<file path="src/rtl/analog_wrap_pkg.sv">
// shared defaults, timing config layout and controller states for the analog macro wrapper
package analog_wrap_pkg;

    // width of every cycle count in the timing config
    localparam int CNT_W = 16;

    // deepest synchronizer tap on the spin capture path
    localparam int SYNC_MAX = 3;

    localparam int NUM_SPIN_DEF = 16;
    localparam int BITDATA_DEF  = 4;

    typedef logic [CNT_W-1:0] cnt_t;

    // synchronizer depth, 1 to SYNC_MAX
    typedef logic [1:0] sync_sel_t;

    typedef struct packed {
        cnt_t      wwl_high;
        cnt_t      wwl_low;
        cnt_t      spin_write;
        cnt_t      spin_compute;
        sync_sel_t sync_depth;
        logic      bypass_conv;
    } timing_cfg_t;

    typedef enum logic [2:0] {
        IDLE,
        WT_READ,
        WT_HIGH,
        WT_LOW,
        SP_WRITE,
        SP_COMPUTE,
        SP_CAPTURE,
        SP_OUT
    } ctrl_state_t;

endpackage

</file>
<file path="src/rtl/analog_wrap.sv">
// top of the analog macro wrapper, connects the sequencer to the weight, spin write and capture paths
`timescale 1ns/1ps

module analog_wrap #(
    parameter int NUM_SPIN        = analog_wrap_pkg::NUM_SPIN_DEF,
    parameter int BITDATA         = analog_wrap_pkg::BITDATA_DEF,
    parameter int SPIN_WBL_OFFSET = 0,
    localparam int ADDR_W         = (NUM_SPIN > 1) ? $clog2(NUM_SPIN) : 1,
    localparam int WBL_W          = NUM_SPIN * BITDATA
) (
    input  logic                         clk_i,
    input  logic                         reset_i,
    // configuration
    input  logic                         cfg_load_i,
    input  analog_wrap_pkg::timing_cfg_t cfg_i,
    input  logic [NUM_SPIN-1:0]          spin_wwl_strobe_i,
    input  logic [NUM_SPIN-1:0]          spin_feedback_i,
    // weight memory side
    input  logic                         dt_cfg_enable_i,
    output logic                         j_mem_ren_o,
    output logic [ADDR_W-1:0]            j_raddr_o,
    input  logic [WBL_W-1:0]             j_rdata_i,
    output logic                         h_ren_o,
    input  logic [WBL_W-1:0]             h_rdata_i,
    // macro word and bit lines
    output logic [NUM_SPIN-1:0]          j_one_hot_wwl_o,
    output logic                         h_wwl_o,
    output logic [WBL_W-1:0]             wbl_o,
    output logic [WBL_W-1:0]             wblb_o,
    // spin in
    input  logic                         spin_pop_valid_i,
    output logic                         spin_pop_ready_o,
    input  logic [NUM_SPIN-1:0]          spin_pop_i,
    output logic [NUM_SPIN-1:0]          spin_wwl_o,
    output logic [NUM_SPIN-1:0]          spin_feedback_o,
    // spin out
    input  logic [NUM_SPIN-1:0]          spin_analog_i,
    output logic                         spin_valid_o,
    input  logic                         spin_ready_i,
    output logic [NUM_SPIN-1:0]          spin_o,
    // status
    output logic                         dt_cfg_idle_o,
    output logic                         analog_rx_idle_o,
    output logic                         analog_tx_idle_o
);
    import analog_wrap_pkg::*;

    ctrl_state_t      state;
    sync_sel_t        sync_depth;
    logic             row_step;
    logic             row_last;
    logic             pop_take;
    logic             capture_start;
    logic             capture_done;
    logic             bypass_conv;
    logic             wt_phase;
    logic [WBL_W-1:0] wt_wbl;
    logic [WBL_W-1:0] sp_wbl;

    analog_wrap_ctrl u_ctrl (
        .clk_i            (clk_i),
        .reset_i          (reset_i),
        .cfg_load_i       (cfg_load_i),
        .cfg_i            (cfg_i),
        .dt_cfg_enable_i  (dt_cfg_enable_i),
        .spin_pop_valid_i (spin_pop_valid_i),
        .spin_ready_i     (spin_ready_i),
        .capture_done_i   (capture_done),
        .state_o          (state),
        .row_last_i       (row_last),
        .row_step_o       (row_step),
        .pop_take_o       (pop_take),
        .capture_start_o  (capture_start),
        .out_take_o       (),
        .bypass_conv_o    (bypass_conv),
        .sync_depth_o     (sync_depth),
        .spin_pop_ready_o (spin_pop_ready_o),
        .spin_valid_o     (spin_valid_o),
        .dt_cfg_idle_o    (dt_cfg_idle_o),
        .analog_rx_idle_o (analog_rx_idle_o),
        .analog_tx_idle_o (analog_tx_idle_o)
    );

    weight_write_path #(
        .NUM_SPIN (NUM_SPIN),
        .BITDATA  (BITDATA)
    ) u_weight_write (
        .clk_i           (clk_i),
        .reset_i         (reset_i),
        .state_i         (state),
        .row_step_i      (row_step),
        .bypass_conv_i   (bypass_conv),
        .row_last_o      (row_last),
        .j_mem_ren_o     (j_mem_ren_o),
        .j_raddr_o       (j_raddr_o),
        .j_rdata_i       (j_rdata_i),
        .h_ren_o         (h_ren_o),
        .h_rdata_i       (h_rdata_i),
        .j_one_hot_wwl_o (j_one_hot_wwl_o),
        .h_wwl_o         (h_wwl_o),
        .wt_wbl_o        (wt_wbl)
    );

    spin_write_path #(
        .NUM_SPIN        (NUM_SPIN),
        .BITDATA         (BITDATA),
        .SPIN_WBL_OFFSET (SPIN_WBL_OFFSET)
    ) u_spin_write (
        .clk_i             (clk_i),
        .reset_i           (reset_i),
        .cfg_load_i        (cfg_load_i),
        .spin_wwl_strobe_i (spin_wwl_strobe_i),
        .spin_feedback_i   (spin_feedback_i),
        .pop_take_i        (pop_take),
        .spin_pop_i        (spin_pop_i),
        .state_i           (state),
        .spin_wwl_o        (spin_wwl_o),
        .spin_feedback_o   (spin_feedback_o),
        .sp_wbl_o          (sp_wbl)
    );

    spin_capture #(
        .NUM_SPIN (NUM_SPIN)
    ) u_spin_capture (
        .clk_i           (clk_i),
        .reset_i         (reset_i),
        .capture_start_i (capture_start),
        .sync_depth_i    (sync_depth),
        .spin_analog_i   (spin_analog_i),
        .capture_done_o  (capture_done),
        .spin_o          (spin_o)
    );

    // weight phases drive differential bit lines, spin phases single ended
    assign wt_phase = state inside {WT_READ, WT_HIGH, WT_LOW};
    assign wbl_o    = wt_phase ? wt_wbl : sp_wbl;
    assign wblb_o   = wt_phase ? ~wt_wbl : '0;

endmodule

</file>
<file path="src/rtl/analog_wrap_ctrl.sv">
// phase sequencer of the wrapper, holds the timing config and the phase counter, owns both spin handshakes
`timescale 1ns/1ps

module analog_wrap_ctrl (
    input  logic                         clk_i,
    input  logic                         reset_i,
    input  logic                         cfg_load_i,
    input  analog_wrap_pkg::timing_cfg_t cfg_i,
    input  logic                         dt_cfg_enable_i,
    input  logic                         spin_pop_valid_i,
    input  logic                         spin_ready_i,
    input  logic                         capture_done_i,
    output analog_wrap_pkg::ctrl_state_t state_o,
    input  logic                         row_last_i,
    output logic                         row_step_o,
    output logic                         pop_take_o,
    output logic                         capture_start_o,
    output logic                         out_take_o,
    output logic                         bypass_conv_o,
    output analog_wrap_pkg::sync_sel_t   sync_depth_o,
    output logic                         spin_pop_ready_o,
    output logic                         spin_valid_o,
    output logic                         dt_cfg_idle_o,
    output logic                         analog_rx_idle_o,
    output logic                         analog_tx_idle_o
);
    import analog_wrap_pkg::*;

    localparam timing_cfg_t CFG_RESET = '{
        wwl_high:     '0,
        wwl_low:      '0,
        spin_write:   '0,
        spin_compute: '0,
        sync_depth:   sync_sel_t'(1),
        bypass_conv:  1'b0
    };

    timing_cfg_t cfg_q;
    ctrl_state_t state_q;
    ctrl_state_t state_d;
    cnt_t        cnt_q;
    cnt_t        cnt_d;
    logic        cnt_zero;

    // counter runs len-1 down to 0, a zero length still takes one cycle
    function automatic cnt_t first_count(cnt_t len);
        return (len == '0) ? '0 : len - 1'b1;
    endfunction

    always_ff @(posedge clk_i) begin
        if (reset_i) begin
            cfg_q <= CFG_RESET;
        end else if (cfg_load_i) begin
            cfg_q <= cfg_i;
        end
    end

    assign cnt_zero = (cnt_q == '0);

    // a weight start wins over a pending pop in the same cycle
    assign spin_pop_ready_o = (state_q == IDLE) && !dt_cfg_enable_i;
    assign pop_take_o       = spin_pop_valid_i && spin_pop_ready_o;
    assign spin_valid_o     = (state_q == SP_OUT);
    assign out_take_o       = spin_valid_o && spin_ready_i;
    assign row_step_o       = (state_q == WT_LOW) && cnt_zero;
    assign capture_start_o  = (state_q == SP_COMPUTE) && cnt_zero;

    always_comb begin
        state_d = state_q;
        cnt_d   = cnt_zero ? cnt_q : cnt_q - 1'b1;
        case (state_q)
            IDLE: begin
                if (dt_cfg_enable_i) begin
                    state_d = WT_READ;
                end else if (pop_take_o) begin
                    state_d = SP_WRITE;
                    cnt_d   = first_count(cfg_q.spin_write);
                end
            end
            WT_READ: begin
                state_d = WT_HIGH;
                cnt_d   = first_count(cfg_q.wwl_high);
            end
            WT_HIGH: begin
                if (cnt_zero) begin
                    state_d = WT_LOW;
                    cnt_d   = first_count(cfg_q.wwl_low);
                end
            end
            WT_LOW: begin
                // H row is the last one of the sequence
                if (row_step_o) begin
                    state_d = row_last_i ? IDLE : WT_READ;
                end
            end
            SP_WRITE: begin
                if (cnt_zero) begin
                    state_d = SP_COMPUTE;
                    cnt_d   = first_count(cfg_q.spin_compute);
                end
            end
            SP_COMPUTE: begin
                if (capture_start_o) begin
                    state_d = SP_CAPTURE;
                end
            end
            SP_CAPTURE: begin
                if (capture_done_i) begin
                    state_d = SP_OUT;
                end
            end
            SP_OUT: begin
                if (out_take_o) begin
                    state_d = IDLE;
                end
            end
            default: state_d = IDLE;
        endcase
    end

    always_ff @(posedge clk_i) begin
        if (reset_i) begin
            state_q <= IDLE;
            cnt_q   <= '0;
        end else begin
            state_q <= state_d;
            cnt_q   <= cnt_d;
        end
    end

    assign state_o       = state_q;
    assign bypass_conv_o = cfg_q.bypass_conv;
    assign sync_depth_o  = cfg_q.sync_depth;

    assign dt_cfg_idle_o    = !(state_q inside {WT_READ, WT_HIGH, WT_LOW});
    assign analog_rx_idle_o = !(state_q inside {SP_WRITE, SP_COMPUTE});
    assign analog_tx_idle_o = !(state_q inside {SP_CAPTURE, SP_OUT});

endmodule

</file>
<file path="src/rtl/spin_capture.sv">
// spin capture, synchronizes the macro spin outputs at a selectable depth and holds the result
`timescale 1ns/1ps

module spin_capture #(
    parameter int NUM_SPIN = analog_wrap_pkg::NUM_SPIN_DEF
) (
    input  logic                       clk_i,
    input  logic                       reset_i,
    input  logic                       capture_start_i,
    input  analog_wrap_pkg::sync_sel_t sync_depth_i,
    input  logic [NUM_SPIN-1:0]        spin_analog_i,
    output logic                       capture_done_o,
    output logic [NUM_SPIN-1:0]        spin_o
);
    import analog_wrap_pkg::*;

    logic [NUM_SPIN-1:0] sync_q [SYNC_MAX];
    logic [NUM_SPIN-1:0] tap;
    sync_sel_t           depth_eff;
    sync_sel_t           left_q;
    logic                busy_q;

    // depth 0 behaves as depth 1
    assign depth_eff = (sync_depth_i == '0) ? sync_sel_t'(1) : sync_depth_i;

    // free-running chain, the macro outputs are asynchronous to clk_i
    always_ff @(posedge clk_i) begin
        sync_q[0] <= spin_analog_i;
        for (int k = 1; k < SYNC_MAX; k++) begin
            sync_q[k] <= sync_q[k-1];
        end
    end

    assign tap = sync_q[depth_eff - 1'b1];

    always_ff @(posedge clk_i) begin
        if (reset_i) begin
            busy_q <= 1'b0;
            left_q <= '0;
        end else if (capture_start_i) begin
            busy_q <= 1'b1;
            left_q <= depth_eff;
        end else if (capture_done_o) begin
            busy_q <= 1'b0;
        end else if (busy_q) begin
            left_q <= left_q - 1'b1;
        end
    end

    // high in the last capture cycle
    assign capture_done_o = busy_q && (left_q == sync_sel_t'(1));

    always_ff @(posedge clk_i) begin
        if (capture_done_o) begin
            spin_o <= tap;
        end
    end

endmodule

</file>
<file path="src/rtl/spin_write_path.sv">
// spin write datapath, holds the masks and the popped spin word and drives the spin word lines
`timescale 1ns/1ps

module spin_write_path #(
    parameter int NUM_SPIN        = analog_wrap_pkg::NUM_SPIN_DEF,
    parameter int BITDATA         = analog_wrap_pkg::BITDATA_DEF,
    parameter int SPIN_WBL_OFFSET = 0
) (
    input  logic                          clk_i,
    input  logic                          reset_i,
    input  logic                          cfg_load_i,
    input  logic [NUM_SPIN-1:0]           spin_wwl_strobe_i,
    input  logic [NUM_SPIN-1:0]           spin_feedback_i,
    input  logic                          pop_take_i,
    input  logic [NUM_SPIN-1:0]           spin_pop_i,
    input  analog_wrap_pkg::ctrl_state_t  state_i,
    output logic [NUM_SPIN-1:0]           spin_wwl_o,
    output logic [NUM_SPIN-1:0]           spin_feedback_o,
    output logic [NUM_SPIN*BITDATA-1:0]   sp_wbl_o
);
    import analog_wrap_pkg::*;

    // bit-line pattern of a spin that is set
    localparam logic [BITDATA-1:0] SPIN_BIT = 1 << SPIN_WBL_OFFSET;

    logic [NUM_SPIN-1:0] strobe_q;
    logic [NUM_SPIN-1:0] feedback_q;
    logic [NUM_SPIN-1:0] spin_q;

    always_ff @(posedge clk_i) begin
        if (reset_i) begin
            strobe_q   <= '0;
            feedback_q <= '0;
        end else if (cfg_load_i) begin
            strobe_q   <= spin_wwl_strobe_i;
            feedback_q <= spin_feedback_i;
        end
    end

    always_ff @(posedge clk_i) begin
        if (pop_take_i) begin
            spin_q <= spin_pop_i;
        end
    end

    assign spin_wwl_o      = (state_i == SP_WRITE) ? strobe_q : '0;
    assign spin_feedback_o = (state_i inside {SP_WRITE, SP_COMPUTE}) ? feedback_q : '0;

    for (genvar i = 0; i < NUM_SPIN; i++) begin : g_expand
        assign sp_wbl_o[i*BITDATA +: BITDATA] = spin_q[i] ? SPIN_BIT : '0;
    end

endmodule

</file>
<file path="src/rtl/weight_write_path.sv">
// weight write datapath, steps through J rows and the H row and drives word lines and bit lines
`timescale 1ns/1ps

module weight_write_path #(
    parameter int NUM_SPIN   = analog_wrap_pkg::NUM_SPIN_DEF,
    parameter int BITDATA    = analog_wrap_pkg::BITDATA_DEF,
    localparam int ADDR_W    = (NUM_SPIN > 1) ? $clog2(NUM_SPIN) : 1,
    localparam int WBL_W     = NUM_SPIN * BITDATA
) (
    input  logic                         clk_i,
    input  logic                         reset_i,
    input  analog_wrap_pkg::ctrl_state_t state_i,
    input  logic                         row_step_i,
    input  logic                         bypass_conv_i,
    output logic                         row_last_o,
    output logic                         j_mem_ren_o,
    output logic [ADDR_W-1:0]            j_raddr_o,
    input  logic [WBL_W-1:0]             j_rdata_i,
    output logic                         h_ren_o,
    input  logic [WBL_W-1:0]             h_rdata_i,
    output logic [NUM_SPIN-1:0]          j_one_hot_wwl_o,
    output logic                         h_wwl_o,
    output logic [WBL_W-1:0]             wt_wbl_o
);
    import analog_wrap_pkg::*;

    // rows 0..NUM_SPIN-1 are J, row NUM_SPIN is H
    localparam int ROW_W = $clog2(NUM_SPIN + 1);
    localparam logic [NUM_SPIN-1:0] WWL_ONE = 1;

    typedef logic [ROW_W-1:0] row_t;

    row_t             row_q;
    logic             rd_pending_q;
    logic [WBL_W-1:0] row_data_q;
    logic [WBL_W-1:0] row_data;

    always_ff @(posedge clk_i) begin
        if (reset_i || state_i == IDLE) begin
            row_q <= '0;
        end else if (row_step_i) begin
            row_q <= row_q + 1'b1;
        end
    end

    always_ff @(posedge clk_i) begin
        if (reset_i) begin
            rd_pending_q <= 1'b0;
        end else begin
            rd_pending_q <= (state_i == WT_READ);
        end
    end

    assign row_last_o  = (row_q == row_t'(NUM_SPIN));
    assign j_mem_ren_o = (state_i == WT_READ) && !row_last_o;
    assign h_ren_o     = (state_i == WT_READ) && row_last_o;
    assign j_raddr_o   = row_q[ADDR_W-1:0];

    // memory data shows up in the first high cycle and is held from then on
    assign row_data = rd_pending_q ? (row_last_o ? h_rdata_i : j_rdata_i) : row_data_q;

    always_ff @(posedge clk_i) begin
        if (rd_pending_q) begin
            row_data_q <= row_data;
        end
    end

    // two's complement to sign-magnitude per field
    for (genvar i = 0; i < NUM_SPIN; i++) begin : g_conv
        logic [BITDATA-1:0] field;
        logic [BITDATA-1:0] neg;
        logic [BITDATA-1:0] sm;

        assign field = row_data[i*BITDATA +: BITDATA];
        assign neg   = ~field + 1'b1;
        // most negative value saturates to the largest magnitude
        assign sm    = !field[BITDATA-1] ? field :
                       {1'b1, neg[BITDATA-1] ? {(BITDATA-1){1'b1}} : neg[BITDATA-2:0]};
        assign wt_wbl_o[i*BITDATA +: BITDATA] = bypass_conv_i ? field : sm;
    end

    assign j_one_hot_wwl_o = (state_i == WT_HIGH && !row_last_o) ? (WWL_ONE << row_q) : '0;
    assign h_wwl_o         = (state_i == WT_HIGH) && row_last_o;

endmodule

</file>
<file path="config.mk">
export PLATFORM = sky130hd
export DESIGN_NAME = analog_wrap
export DESIGN_NICKNAME = d
export VERILOG_FILES = /design/src/rtl/analog_wrap_pkg.sv /design/src/rtl/analog_wrap.sv /design/src/rtl/analog_wrap_ctrl.sv /design/src/rtl/spin_capture.sv /design/src/rtl/spin_write_path.sv /design/src/rtl/weight_write_path.sv
export SDC_FILE = /design/constraint.sdc
export NUM_CORES = 1
export LEC_CHECK = 0
export BUFFER_PORTS_ARGS = -buffer_cell sky130_fd_sc_hd__buf_2
export CAP_MARGIN = 20
export CORE_ASPECT_RATIO = 0.5
export CORE_MARGIN = 1.5
export CORE_UTILIZATION = 56
export CTS_CLUSTER_DIAMETER = 200
export DETAILED_ROUTE_END_ITERATION = 8
export PLACE_DENSITY_LB_ADDON = 0.25
export SYNTH_ARGS = -nofsm -noshare
export SYNTH_HDL_FRONTEND = slang
export SYNTH_SLANG_ARGS = --single-unit
</file>
<file path="constraint.sdc">
create_clock -name clk_i -period 5.98 [get_ports clk_i]
set_input_delay 1.196 -clock clk_i [delete_from_list [all_inputs] [get_ports clk_i]]
set_output_delay 1.196 -clock clk_i [all_outputs]
set_load 0.05 [all_outputs]
</file>
==> results.md <==
* Netlist cell types at 65
* H-tree depth at 1
* Synth top cells by count: 323 x nor2_1, 175 x dfxtp_1, 169 x mux2i_1
* Pleak at 8.55 nW
* Layout cells sized above 1 at 26.7%
* Core Region at 0.0256 sq mm
* TritonCTS clock tree: built
* HP Class: register to register
* Crit path launch type: register
* Post-CTS setup buffer count at 0
* Post-Syn Area per Cell at 8.92 sq um
* Fin. Hold Viols at 0
* Area grow syn2layout at 22.9%
* Initial antenna violation count at 11
* Top-count cell post-synth: nor2_1
* Status: complete, no violations
* Vias per cell at 5.81
* Drc violations at 0
* Max VDD drop at 0.291 mV
* Synth async-reset ratio at 0%
* Mapped Cells at 1665
* Worst slew pin tran at 1.05 ns
* Worst-path clk slew at 0.08 ns
* Hold_buf cts at 0
* Deepest clock path buffer count at 3
* Crit. End Element: output port
* Via count at 14100
* Final min period at 5.09 ns
* Die ar. at 0.0276 sq mm
* RSZ-0062 raised after global routing: no
* I/O Buffers at 468
* Clock skew at 0.0155 ns
* Die Y at 118 um
* Max-Cap Viols at 0
* WL final at 48.3 mm
* Vias in the first global route at 13000
* Final worst path period share at 85.1%
* Routability cong. at 0.960
* Crit path cell chain: inv_1, ha_1, nor4bb_4, buf_12, mux2i_1, a211oi_1, a21oi_1, a31oi_1, and2_1, buf_2
* Initial core utilization at 58.0%
* Main synth FF type: dfxtp_1
* Worst path max stage delay at 0.85 ns
* Area of the multi-input gates at 0.00773 sq mm
* Largest net degree at the start of global routing at 99
* First-pass GRT wire length at 72.6 mm
* Clock latency at the later pin of the worst-skew pair at 0.54 ns
* Seq/Total Area, Yosys at 43.0%
* First-iteration detailed-routing DRC count at 1458
* Post-route setup TNS at 0 ns
* Fill cell count at 2096
* Post-synth EDFFs at 96
* WP data required at 4.78 ns
* Slew HR at 30.3%
* Nets at 2367
* Resized cells post-CTS at 0
* Drt pass-1 iters at 6
* Slew Limit Fails at 0
* Top post-synthesis cells by area: dfxtp_1 24%, edfxtp_1 19%, mux2i_1 11%, nor2_1 8.2%, a21oi_1 3.3%
* Post-Synthesis Cell Area at 0.0148 sq mm
* Area leader, netlist: dfxtp_1
* Worst hold margin at 0.350 ns
* Slowest cell on the critical path: a211oi_1
* Ports at 469
* CP Max Fanout at 32
* Syn Nets at 1967
* Final core occ at 71.3%
* Fmax at 196 MHz
* GR Overflow Total at 0
* ANT nets after route at 0
* YS warnings at 0
* Top-area cell type share of the netlist area at 23.6%
* Detailed Place HPWL at 36.1 mm
* Num CTS Buffers at 24
* Pwr Density at 483 mW/mm^2
* Clock root cell: clkbuf_16
* FF/Latch Area at 0.00639 sq mm
* Gr usage total at 33.7%
* FF+latch count, synth at 271
* Drt wl/cell at 19.9 um
* Num rows at 41
* Final setup viols at 0
* Critical path class: register to output port
* # clock sinks at 271
* Die W at 233 um
* Arrival time of the worst setup path at 3.89 ns
==> layer usage <==
layer | global-route usage, % | routed length, um | share of wire, % | vias to the layer above
met1 | 45.3 | 20300 | 42 | 6681
met2 | 54.8 | 22300 | 46 | 666
li1 | - | - | - | 6692
met5 | 0 | 57 | 0.12 | -
met4 | 10.2 | 1570 | 3.3 | 8
met3 | 6.56 | 4180 | 8.7 | 102
==> cell families (layout without fill, tap and decap cells) <==
| group | Yosys count | count (layout) | share of synthesized area [%] |
|---|---|---|---|
| simple gates | 619 | 619 | 20.0 |
| compound gates | 325 | 325 | 14.3 |
| flops | 271 | 271 | 43.0 |
| buf+inv | 192 | 610 | 5.06 |
| mux | 170 | 170 | 11.5 |
| xor+xnor | 51 | 51 | 3.01 |
| fa+ha+maj | 37 | 37 | 3.12 |
| other cells | 0 | 7 | 0 |
==> path summary, 6_finish.rpt <==
kind	from	endpoint	slack, ns	cells after the start
min reg2reg	u_spin_capture.sync_q[1][0]	u_spin_capture.sync_q[2][0]	0.35	0
max	u_weight_write.row_q[0]	wblb_o[18]	0.89	10
max reg2reg	u_ctrl.cfg_q[9]	u_ctrl.cnt_q[9]	2.78	6
min	u_spin_capture.sync_q[1][0]	u_spin_capture.sync_q[2][0]	0.35	0
==> worst max-delay path, delay by kind of cell, from the launching register on <==
kind	cells	cell delay (ns)
AOI/OAI and AO/OA	3	1.27
buffers and inverters	3	0.67
and+or+nand+nor	2	0.63
DFF	1	0.38
adders and majority gates	1	0.25
muxes	1	0.13
==> where the power goes <==
part | switching [mW] | internal [mW] | total, mW
clock | 0.725 | 0.955 | 1.68
sequential | 0.181 | 2.15 | 2.33
combinational | 3.54 | 1.26 | 4.80
==> state kept, by name, summed over array words and instances (netlist names) <==
name,cells
u_ctrl.bypass_conv_o,1
u_ctrl.cfg_q,64
u_ctrl.cnt_q,16
u_ctrl.state_o,3
u_ctrl.sync_depth_o,2
u_spin_capture.busy_q,1
u_spin_capture.left_q,2
u_spin_capture.spin_o,16
u_spin_capture.sync_q,48
u_spin_write.feedback_q,16
u_spin_write.spin_q,16
u_spin_write.strobe_q,16
u_weight_write.rd_pending_q,1
u_weight_write.row_data_q,64
u_weight_write.row_q,5
==> through the flow <==
stage | instances | total power, mW | instance area (sq um) | setup slack (ns)
4_1_cts | 2426 | 8.75 | 18200 | 0.960
3_5_place_dp | 2382 | 7.07 | 17300 | 1.56
6_report | 2434 | 8.82 | 18200 | 0.891
3_3_place_gp | 2382 | 7.02 | 17300 | 1.66
2_1_floorplan | 1665 | 5.89 | 14800 | 0.629
5_1_grt | 2430 | 9.22 | 18200 | 0.602
==> cell type report <==
cell class	instances	share of cell area (%)
Timing Repair Buffer	480	13.7
Tap cell	344	2.36
Sequential cell	271	35.0
Clock inverter	14	0.919
Inverter	86	1.77
Multi-Input combinational cell	1202	42.4
Clock buffer	30	3.76
Antenna cell	7	0.0960
==> cell usage in the layout (no fill, tap or decap), types with 36 or more instances in the layout <==
master / synthesis / final
nor2_1: 323 / 321
inv_1: 86 / 85
a21oi_1: 99 / 99
ha_1: 37 / 37
buf_2: 6 / 466
nand2_1: 57 / 57
a31oi_1: 40 / 40
mux2i_1: 169 / 169
edfxtp_1: 96 / 96
dfxtp_1: 175 / 174
xnor2_1: 36 / 36
and2_1: 76 / 76
No activity file was read; power rests on OpenSTA's default activity.
